**src/phold_defs.svh**
```systemverilog
`ifndef PHOLD_DEFS_SVH
`define PHOLD_DEFS_SVH

// event timestamp
`define PHOLD_TIME_WID 16

// logical-process id
`define PHOLD_NB_LPID 5

// processing cores served by the scheduler
`define PHOLD_NUM_CORE 4
`define PHOLD_NB_COREID 2

// event queue entries
`define PHOLD_Q_DEPTH 16

// width of each run counter
`define PHOLD_STAT_WID 32

// cancel set, process 0, time 0
`define PHOLD_NULL_MSG {1'b1, {(`PHOLD_NB_LPID + `PHOLD_TIME_WID){1'b0}}}

`endif

```
**src/phold_pkg.sv**
```systemverilog
`include "phold_defs.svh"

package phold_pkg;

   // event as seen by the cores
   typedef struct packed {
      logic                       cancel;
      logic [`PHOLD_NB_LPID-1:0]  lp_id;
      logic [`PHOLD_TIME_WID-1:0] ts;
   } event_msg_t;

   // same fields in queue order
   // a cleared not_cancel puts an anti-message ahead on equal time
   typedef struct packed {
      logic [`PHOLD_TIME_WID-1:0] ts;
      logic                       not_cancel;
      logic [`PHOLD_NB_LPID-1:0]  lp_id;
   } queue_key_t;

   typedef enum logic [2:0] {
      ST_IDLE,
      ST_INIT,
      ST_READY,
      ST_RUNNING,
      ST_FINISHED
   } run_state_t;

   typedef struct packed {
      logic [`PHOLD_STAT_WID-1:0] total_cycles;
      logic [`PHOLD_STAT_WID-1:0] total_events;
      logic [`PHOLD_STAT_WID-1:0] total_antimsg;
   } run_stats_t;

endpackage

```
**src/phold_run_ctrl.sv**
```systemverilog
`timescale 1ns/1ps
`include "phold_defs.svh"

module phold_run_ctrl (
   input  logic                       clk,
   input  logic                       rst_n,
   input  logic [7:0]                 num_init_events,
   input  logic [`PHOLD_NB_LPID-1:0]  lp_mask,
   input  logic [`PHOLD_TIME_WID-1:0] sim_end,
   input  logic [`PHOLD_TIME_WID-1:0] gvt,
   input  logic                       q_full,
   output phold_pkg::run_state_t      state,
   output phold_pkg::event_msg_t      init_evt,
   output logic                       rtn_vld
);

   phold_pkg::run_state_t state_nxt;
   logic [8:0]            init_cnt;
   logic                  init_done;
   logic                  end_hit;

   // two cycles per initial event, inserts land on the even counts
   assign init_done = (init_cnt + 9'd1) >= {num_init_events, 1'b0};
   assign end_hit   = (state == phold_pkg::ST_RUNNING) && (gvt > sim_end);

   assign init_evt.cancel = 1'b0;
   assign init_evt.lp_id  = init_cnt[1 +: `PHOLD_NB_LPID] & lp_mask;
   assign init_evt.ts     = '0;

   always_comb begin
      state_nxt = state;
      case (state)
         phold_pkg::ST_IDLE:     state_nxt = phold_pkg::ST_INIT;
         phold_pkg::ST_INIT: begin
            if (init_done) begin
               state_nxt = phold_pkg::ST_READY;
            end
         end
         phold_pkg::ST_READY:    state_nxt = phold_pkg::ST_RUNNING;
         phold_pkg::ST_RUNNING: begin
            if (end_hit) begin
               state_nxt = phold_pkg::ST_FINISHED;
            end
         end
         phold_pkg::ST_FINISHED: state_nxt = phold_pkg::ST_IDLE;
         default:                state_nxt = phold_pkg::ST_IDLE;
      endcase
   end

   always_ff @(posedge clk or negedge rst_n) begin
      if (!rst_n) begin
         state    <= phold_pkg::ST_IDLE;
         init_cnt <= '0;
         rtn_vld  <= 1'b0;
      end else begin
         state <= state_nxt;
         if (state == phold_pkg::ST_INIT) begin
            init_cnt <= init_cnt + 9'd1;
         end else begin
            init_cnt <= '0;
         end
         // end of run, or a full queue flagged to the host
         rtn_vld <= end_hit | q_full;
      end
   end

endmodule

```
**src/rr_arbiter.sv**
```systemverilog
`timescale 1ns/1ps

module rr_arbiter #(
   parameter int NR = 4,
   localparam int IW = (NR > 1) ? $clog2(NR) : 1
) (
   input  logic          clk,
   input  logic          rst_n,
   input  logic [NR-1:0] req,
   input  logic          advance,
   output logic [NR-1:0] gnt,
   output logic [IW-1:0] gnt_idx,
   output logic          gnt_vld
);

   logic [IW-1:0] ptr;
   logic [IW-1:0] ptr_nxt;
   logic [IW-1:0] pick_idx;
   logic          pick_vld;

   // once a grant is used, priority moves just past that requester
   always_comb begin
      if (!advance) begin
         ptr_nxt = ptr;
      end else if (gnt_idx == IW'(NR - 1)) begin
         ptr_nxt = '0;
      end else begin
         ptr_nxt = gnt_idx + 1'b1;
      end
   end

   always_comb begin
      int i;
      int pos;
      pick_vld = 1'b0;
      pick_idx = ptr_nxt;
      for (i = 0; i < NR; i++) begin
         pos = int'(ptr_nxt) + i;
         if (pos >= NR) begin
            pos = pos - NR;
         end
         if (!pick_vld && req[pos]) begin
            pick_vld = 1'b1;
            pick_idx = IW'(pos);
         end
      end
   end

   always_ff @(posedge clk or negedge rst_n) begin
      if (!rst_n) begin
         ptr     <= '0;
         gnt     <= '0;
         gnt_idx <= '0;
         gnt_vld <= 1'b0;
      end else begin
         ptr     <= ptr_nxt;
         gnt     <= pick_vld ? (NR'(1) << pick_idx) : '0;
         gnt_idx <= pick_idx;
         gnt_vld <= pick_vld;
      end
   end

endmodule

```
**src/event_queue.sv**
```systemverilog
`timescale 1ns/1ps
`include "phold_defs.svh"

module event_queue #(
   parameter int DEPTH = 16
) (
   input  logic                  clk,
   input  logic                  rst_n,
   input  logic                  enq,
   input  logic                  deq,
   input  phold_pkg::queue_key_t in_key,
   output phold_pkg::queue_key_t head_key,
   output logic                  full,
   output logic                  empty
);

   localparam int CW = $clog2(DEPTH + 1);

   phold_pkg::queue_key_t      ent [DEPTH];
   logic [CW-1:0]              cnt;
   logic [DEPTH-1:0]           keep;
   logic [DEPTH-1:0]           ins_at;
   logic [`PHOLD_TIME_WID:0]   in_cmp;
   logic                       do_enq;
   logic                       do_deq;

   assign do_enq   = enq && !full;
   assign do_deq   = deq && !empty;
   assign full     = (cnt == CW'(DEPTH));
   assign empty    = (cnt == '0);
   assign head_key = ent[0];

   // sort on time and cancel only, process id does not take part
   assign in_cmp = {in_key.ts, in_key.not_cancel};

   // entries that stay put form a prefix, ties stay ahead of the new key
   always_comb begin
      int i;
      for (i = 0; i < DEPTH; i++) begin
         keep[i] = (CW'(i) < cnt) && ({ent[i].ts, ent[i].not_cancel} <= in_cmp);
      end
      ins_at[0] = !keep[0];
      for (i = 1; i < DEPTH; i++) begin
         ins_at[i] = keep[i-1] && !keep[i];
      end
   end

   always_ff @(posedge clk) begin
      if (do_enq) begin
         if (ins_at[0]) begin
            ent[0] <= in_key;
         end
         for (int i = 1; i < DEPTH; i++) begin
            if (ins_at[i]) begin
               ent[i] <= in_key;
            end else if (!keep[i]) begin
               ent[i] <= ent[i-1];
            end
         end
      end else if (do_deq) begin
         // head leaves, everything moves up one slot
         for (int i = 0; i < DEPTH - 1; i++) begin
            ent[i] <= ent[i+1];
         end
      end
   end

   always_ff @(posedge clk or negedge rst_n) begin
      if (!rst_n) begin
         cnt <= '0;
      end else if (do_enq) begin
         cnt <= cnt + 1'b1;
      end else if (do_deq) begin
         cnt <= cnt - 1'b1;
      end
   end

endmodule

```
**src/gvt_tracker.sv**
```systemverilog
`timescale 1ns/1ps
`include "phold_defs.svh"

module gvt_tracker (
   input  logic                        clk,
   input  logic                        rst_n,
   input  logic                        running,
   input  logic [`PHOLD_NUM_CORE-1:0]  dispatch_vld,
   input  logic [`PHOLD_TIME_WID-1:0]  dispatch_time,
   input  logic                        ack,
   input  logic [`PHOLD_NB_COREID-1:0] ack_idx,
   input  logic [`PHOLD_TIME_WID-1:0]  head_time,
   input  logic                        q_empty,
   output logic [`PHOLD_TIME_WID-1:0]  gvt
);

   logic [`PHOLD_NUM_CORE-1:0] busy;
   logic [`PHOLD_TIME_WID-1:0] held_ts [`PHOLD_NUM_CORE];
   logic [`PHOLD_TIME_WID-1:0] core_min;
   logic [`PHOLD_TIME_WID-1:0] queue_min;

   // timestamp each busy core is working on
   always_ff @(posedge clk) begin
      for (int k = 0; k < `PHOLD_NUM_CORE; k++) begin
         if (dispatch_vld[k]) begin
            held_ts[k] <= dispatch_time;
         end
      end
   end

   always_ff @(posedge clk or negedge rst_n) begin
      if (!rst_n) begin
         busy <= '0;
      end else begin
         for (int k = 0; k < `PHOLD_NUM_CORE; k++) begin
            if (dispatch_vld[k]) begin
               busy[k] <= 1'b1;
            end else if (ack && (ack_idx == `PHOLD_NB_COREID'(k))) begin
               busy[k] <= 1'b0;
            end
         end
      end
   end

   // all ones stands for nothing pending
   always_comb begin
      core_min = '1;
      for (int k = 0; k < `PHOLD_NUM_CORE; k++) begin
         if (busy[k] && (held_ts[k] < core_min)) begin
            core_min = held_ts[k];
         end
      end
   end

   assign queue_min = q_empty ? '1 : head_time;

   always_ff @(posedge clk or negedge rst_n) begin
      if (!rst_n) begin
         gvt <= '0;
      end else if (running) begin
         gvt <= (queue_min < core_min) ? queue_min : core_min;
      end
   end

endmodule

```
**src/phold_stats.sv**
```systemverilog
`timescale 1ns/1ps
`include "phold_defs.svh"

module phold_stats (
   input  logic                  clk,
   input  logic                  rst_n,
   input  logic                  running,
   input  logic                  deq,
   input  logic                  deq_cancel,
   output phold_pkg::run_stats_t stats
);

   logic [`PHOLD_STAT_WID-1:0] cycle_cnt;
   logic [`PHOLD_STAT_WID-1:0] event_cnt;
   logic [`PHOLD_STAT_WID-1:0] anti_cnt;

   always_ff @(posedge clk or negedge rst_n) begin
      if (!rst_n) begin
         cycle_cnt <= '0;
         event_cnt <= '0;
         anti_cnt  <= '0;
      end else begin
         if (running) begin
            cycle_cnt <= cycle_cnt + 1'b1;
         end
         // every dispatch counts, anti-messages also on their own
         if (deq) begin
            event_cnt <= event_cnt + 1'b1;
            if (deq_cancel) begin
               anti_cnt <= anti_cnt + 1'b1;
            end
         end
      end
   end

   assign stats.total_cycles  = cycle_cnt;
   assign stats.total_events  = event_cnt;
   assign stats.total_antimsg = anti_cnt;

endmodule

```
**src/phold_engine.sv**
```systemverilog
`timescale 1ns/1ps
`include "phold_defs.svh"

module phold_engine (
   input  logic                                       clk,
   input  logic                                       rst_n,
   input  logic [`PHOLD_TIME_WID-1:0]                 sim_end,
   input  logic [7:0]                                 num_init_events,
   input  logic [`PHOLD_NB_LPID-1:0]                  lp_mask,
   input  logic [`PHOLD_NUM_CORE-1:0]                 core_ready,
   input  logic [`PHOLD_NUM_CORE-1:0]                 core_evt_vld,
   input  phold_pkg::event_msg_t [`PHOLD_NUM_CORE-1:0] core_evt_msg,
   output logic [`PHOLD_NUM_CORE-1:0]                 dispatch_vld,
   output phold_pkg::event_msg_t                      dispatch_msg,
   output logic [`PHOLD_NUM_CORE-1:0]                 core_evt_ack,
   output logic [`PHOLD_TIME_WID-1:0]                 gvt,
   output logic                                       rtn_vld,
   output phold_pkg::run_stats_t                      stats
);

   phold_pkg::run_state_t      state;
   phold_pkg::event_msg_t      init_evt;
   phold_pkg::event_msg_t      new_evt;
   phold_pkg::queue_key_t      in_key;
   phold_pkg::queue_key_t      head_key;
   logic                       q_full;
   logic                       q_empty;
   logic                       in_init;
   logic                       in_run;
   logic                       busy;
   logic                       enq;
   logic                       deq;
   logic                       rcv_ack;
   logic                       q_enq;
   logic [`PHOLD_NUM_CORE-1:0] rcv_gnt;
   logic [`PHOLD_NB_COREID-1:0] rcv_idx;
   logic                       rcv_vld;
   logic [`PHOLD_NUM_CORE-1:0] send_gnt;
   logic                       send_vld;

   assign in_init = (state == phold_pkg::ST_INIT);
   assign in_run  = (state == phold_pkg::ST_RUNNING);

   // receiving has priority, at most one queue operation every other cycle
   assign enq = !busy && (in_init || (in_run && rcv_vld && !q_full));
   assign deq = !busy && in_run && !enq && !q_empty && send_vld;

   assign rcv_ack      = enq && in_run;
   assign core_evt_ack = rcv_ack ? rcv_gnt : '0;
   assign dispatch_vld = deq ? send_gnt : '0;

   assign new_evt = in_init ? init_evt : core_evt_msg[rcv_idx];

   // null messages are acknowledged and dropped
   assign q_enq = enq && (new_evt != `PHOLD_NULL_MSG);

   // event to queue order and back
   assign in_key.ts          = new_evt.ts;
   assign in_key.not_cancel  = ~new_evt.cancel;
   assign in_key.lp_id       = new_evt.lp_id;
   assign dispatch_msg.cancel = ~head_key.not_cancel;
   assign dispatch_msg.lp_id  = head_key.lp_id;
   assign dispatch_msg.ts     = head_key.ts;

   always_ff @(posedge clk or negedge rst_n) begin
      if (!rst_n) begin
         busy <= 1'b0;
      end else begin
         busy <= enq | deq;
      end
   end

   phold_run_ctrl u_run_ctrl (
      .clk             (clk),
      .rst_n           (rst_n),
      .num_init_events (num_init_events),
      .lp_mask         (lp_mask),
      .sim_end         (sim_end),
      .gvt             (gvt),
      .q_full          (q_full),
      .state           (state),
      .init_evt        (init_evt),
      .rtn_vld         (rtn_vld)
   );

   // new events coming back from the cores
   rr_arbiter #(.NR(`PHOLD_NUM_CORE)) u_rcv_arb (
      .clk     (clk),
      .rst_n   (rst_n),
      .req     (core_evt_vld),
      .advance (rcv_ack),
      .gnt     (rcv_gnt),
      .gnt_idx (rcv_idx),
      .gnt_vld (rcv_vld)
   );

   // idle cores waiting for work
   rr_arbiter #(.NR(`PHOLD_NUM_CORE)) u_send_arb (
      .clk     (clk),
      .rst_n   (rst_n),
      .req     (core_ready),
      .advance (deq),
      .gnt     (send_gnt),
      .gnt_idx (),
      .gnt_vld (send_vld)
   );

   event_queue #(.DEPTH(`PHOLD_Q_DEPTH)) u_event_queue (
      .clk      (clk),
      .rst_n    (rst_n),
      .enq      (q_enq),
      .deq      (deq),
      .in_key   (in_key),
      .head_key (head_key),
      .full     (q_full),
      .empty    (q_empty)
   );

   gvt_tracker u_gvt_tracker (
      .clk           (clk),
      .rst_n         (rst_n),
      .running       (in_run),
      .dispatch_vld  (dispatch_vld),
      .dispatch_time (dispatch_msg.ts),
      .ack           (rcv_ack),
      .ack_idx       (rcv_idx),
      .head_time     (head_key.ts),
      .q_empty       (q_empty),
      .gvt           (gvt)
   );

   phold_stats u_stats (
      .clk        (clk),
      .rst_n      (rst_n),
      .running    (in_run),
      .deq        (deq),
      .deq_cancel (dispatch_msg.cancel),
      .stats      (stats)
   );

endmodule

```
**config.mk**
```make
export PLATFORM = sky130hd
export DESIGN_NAME = phold_engine
export DESIGN_NICKNAME = d
export VERILOG_FILES = /design/src/phold_pkg.sv /design/src/phold_run_ctrl.sv /design/src/rr_arbiter.sv /design/src/event_queue.sv /design/src/gvt_tracker.sv /design/src/phold_stats.sv /design/src/phold_engine.sv
export VERILOG_INCLUDE_DIRS = /design/src
export SDC_FILE = /design/constraint.sdc
export NUM_CORES = 2
export LEC_CHECK = 0
export ABC_AREA = 1
export BUFFER_PORTS_ARGS = -buffer_cell sky130_fd_sc_hd__buf_2
export CAP_MARGIN = 20
export CORE_MARGIN = 2
export CORE_UTILIZATION = 45
export DETAILED_ROUTE_END_ITERATION = 8
export PLACE_DENSITY_LB_ADDON = 0.2
export SETUP_SLACK_MARGIN = 0.1
export SYNTH_ARGS = -nofsm -noshare
export SYNTH_HDL_FRONTEND = slang
export SYNTH_SLANG_ARGS = --single-unit
```
**constraint.sdc**
```tcl
create_clock -name clk -period 7.9 [get_ports clk]
set_input_delay 0.79 -clock clk [delete_from_list [all_inputs] [get_ports clk]]
set_output_delay 0.79 -clock clk [all_outputs]
set_load 0.1 [all_outputs]
```
==> flow_summary.toml <==
[setup_path]
arrival_ns = 7.67
max_stage_delay_ns = 0.35
timing.rr.end = "u_gvt_tracker.gvt[11]"
cp-end-kind = "flip-flop"
crit_path_start_kind = "flip-flop"
worstPathMaxFanout = 24
r2r-start = "u_gvt_tracker.held_ts[0][8]"
r2r_cells = 40
cp_slowest_cell = "edfxtp_1"
crit_required_ns = 8.47
crit_path_end = "u_gvt_tracker.gvt[11]"
cp_top_family = "simple AND/OR/NAND/NOR gates"
r2r_slack_ns = 0.80
path_class = "flip-flop to flip-flop"
cpMostUsedCell = "a21oi_1"
cp.depth = 40
path_buf_inv = 3
startpoint = "u_gvt_tracker.held_ts[0][8]"

[sta]
rsz0062_at_grt = "no"
hold_viol_final = 0
max_freq_ghz = 0.1409
skew_ns = 0.02979
finalSetupTns_ns = 0
fin_crit_ns = 7.096
slew_headroom_pct = 19.73
worstMarginPinSlew_ns = 1.204
min_period_over_period_pct = 89.83
setup_slack_ns = 0.8038
drv_slew = 0
setup_violations = 0

[worst_hold_path]
min_path_type = "input pin to async pin"

[drt]
wirelength_um = 123700
drc = 0
vias = 32004
drtAntennaViolNets = 0
wl_per_cell_um = 22.31
drtPass1Iterations = 6
drt_iter0_markers = 3020
via_per_inst = 5.774

[synth]
synth_flop_cell = "edfxtp_1"
async_flop_share_pct = 26.89
synth.area.top_cells = "edfxtp_1 (34%), ha_1 (13%), dfrtp_1 (11%)"
netlist_instances = 4193
ys_seq_elements = 569
ys.warnings.count = 0
yosysUniqueCellTypes = 55
avgSynthCellArea_um2 = 8.641
syn_nets = 4684
yosysSeqAreaShare_pct = 45.05
yosys.area.top_type = "edfxtp_1"
synth_top_area_share_pct = 34.48
synth-edff-count = 416
syn_area_mm2 = 0.03623

[final_layout]
fin_nets = 4916
area_delta_synth_final_pct = 14.42
final_common_cell = "nand2_1"
drive_gt1_share_pct = 11.91
layout_common_cells = "nand2_1 (801), o21ai_0 (492), nor2_1 (482)"

[cts]
postCtsSetupBuffers = 0
clkSinkCount = 569
numCtsBuffers = 70
cts_htree_levels = 3
clk_pin_slew_worst_paths_ns = 0.06
clockBufferDepth = 3
cts-root-buf = "clkbuf_16"
cts_tree = "done"
clk_latency_ns = 0.64

[place]
gp_congestion = 0.9244
port-buffer-count = 269
post-place-ws_ns = 0.6422
dp_hpwl_um = 88420

[global_routing]
grt.total_usage_pct = 29.32
grt_pass1_vias = 30472
grt_pass1_wl_um = 185200
grt_overflow = 0
antenna_found_initial = 1
grt_max_degree = 202

[floorplan]
core-area_mm2 = 0.08016
io_pins = 270
die_w_um = 287.7
num_rows = 104
dieArea_mm2 = 0.08280
dieHeight_um = 287.7
start_util_pct = 45.20

[job]
maxCapViolCount = 0

[outcome]
status = "completed"
==> logic make-up after synthesis <==
group	after synthesis	share of synthesized area [%]
simple gates	1538	17.35
compound gates	1061	16.48
flops	569	45.05
fa+ha+maj	364	12.57
buf+inv	560	6.102
mux	1	0.02763
xor+xnor	100	2.417
==> per-layer routing <==
metal | wire length (µm) | vias up | global-route usage (%)
met1 | 51340 | 15228 | 39.56
met4 | 4490 | 0 | 10.83
met3 | 10880 | 232 | 4.937
met5 | 0 | - | 0
met2 | 56960 | 1426 | 47.34
li1 | - | 15118 | -
==> synth_stat cells, types with 6 or more instances <==
cell	number
edfxtp_1	416
inv_1	341
clkinv_1	6
o221ai_1	9
dfrtp_1	153
buf_2	6
xor2_1	76
nor2_1	485
nand2_1	803
nand3_1	91
clkbuf_1	163
nor3_1	30
a211oi_1	20
o22ai_1	22
o41ai_1	15
a21oi_1	352
o31ai_1	36
nor4_1	10
a32o_1	22
o21ai_0	494
nand4_1	76
ha_1	364
buf_1	19
nand3b_1	8
buf_4	23
xnor2_1	24
o32ai_1	36
o211ai_1	25
nand2_2	20
==> per-stage QoR <==
stage / area, µm² / hold WS (ns) / cells / utilization [%]
after detailed placement: 38930 / 0.4617 / 5408 / 48.57
after global routing: 41450 / 0.3084 / 5543 / 51.72
after global placement: 38910 / 0.4524 / 5407 / 48.54
after CTS: 41310 / 0.2610 / 5537 / 51.53
final: 41450 / 0.2341 / 5543 / 51.72
after floorplan: 36230 / 0.4525 / 4193 / -
==> area by class of cell <==
type	count	area, µm²
Antenna cell	1	2.502
Clock buffer	91	1891
Clock inverter	38	480.5
Fill cell	7626	38700
Inverter	347	1310
Multi-Input combinational cell	3064	17830
Sequential cell	569	16320
Tap cell	1060	1326
Timing Repair Buffer	373	2291
==> worst min-delay path by stage <==
| stage | start | to | slack (ns) | cells after the start |
|---|---|---|---|---|
| after floorplan | u_gvt_tracker.busy[2] | u_gvt_tracker.busy[2] | 0.45 | 2 |
| after global placement | u_stats.event_cnt[31] | u_stats.event_cnt[31] | 0.45 | 1 |
| after detailed placement | u_stats.anti_cnt[31] | u_stats.anti_cnt[31] | 0.46 | 1 |
| after CTS | rst_n | u_send_arb.ptr[1] | 0.26 | 1 |
| after global routing | rst_n | u_send_arb.ptr[1] | 0.31 | 1 |
| final | rst_n | u_send_arb.ptr[1] | 0.23 | 1 |
==> state kept, by name (all words and copies together) (netlist names), 3 cells and up <==
| name | cells |
|---|---|
| u_event_queue.cnt | 5 |
| u_gvt_tracker.busy | 4 |
| u_gvt_tracker.gvt | 16 |
| u_run_ctrl.init_cnt | 9 |
| u_stats.cycle_cnt | 32 |
| u_rcv_arb.gnt | 4 |
| u_event_queue.ent | 352 |
| u_stats.anti_cnt | 32 |
| u_gvt_tracker.held_ts | 64 |
| u_run_ctrl.state | 3 |
| u_stats.event_cnt | 32 |
| u_send_arb.gnt | 4 |
==> worst reg2reg max path: cells and delay by family (launching register included) <==
family	cells	cell delay, ns
simple gates	20	2.57
compound gates	13	2.45
fa+ha+maj	4	1.25
buf+inv	3	0.44
flops	1	0.35
==> what timing repair did <==
action / CTS / global route
setup endpoints to repair: 0 / 16
hold buffers: 0 / 0
gates resized for setup: 0 / 3
Power is not shown: default switching activity piles up to over one toggle a cycle in this logic, so the estimate is an artifact.
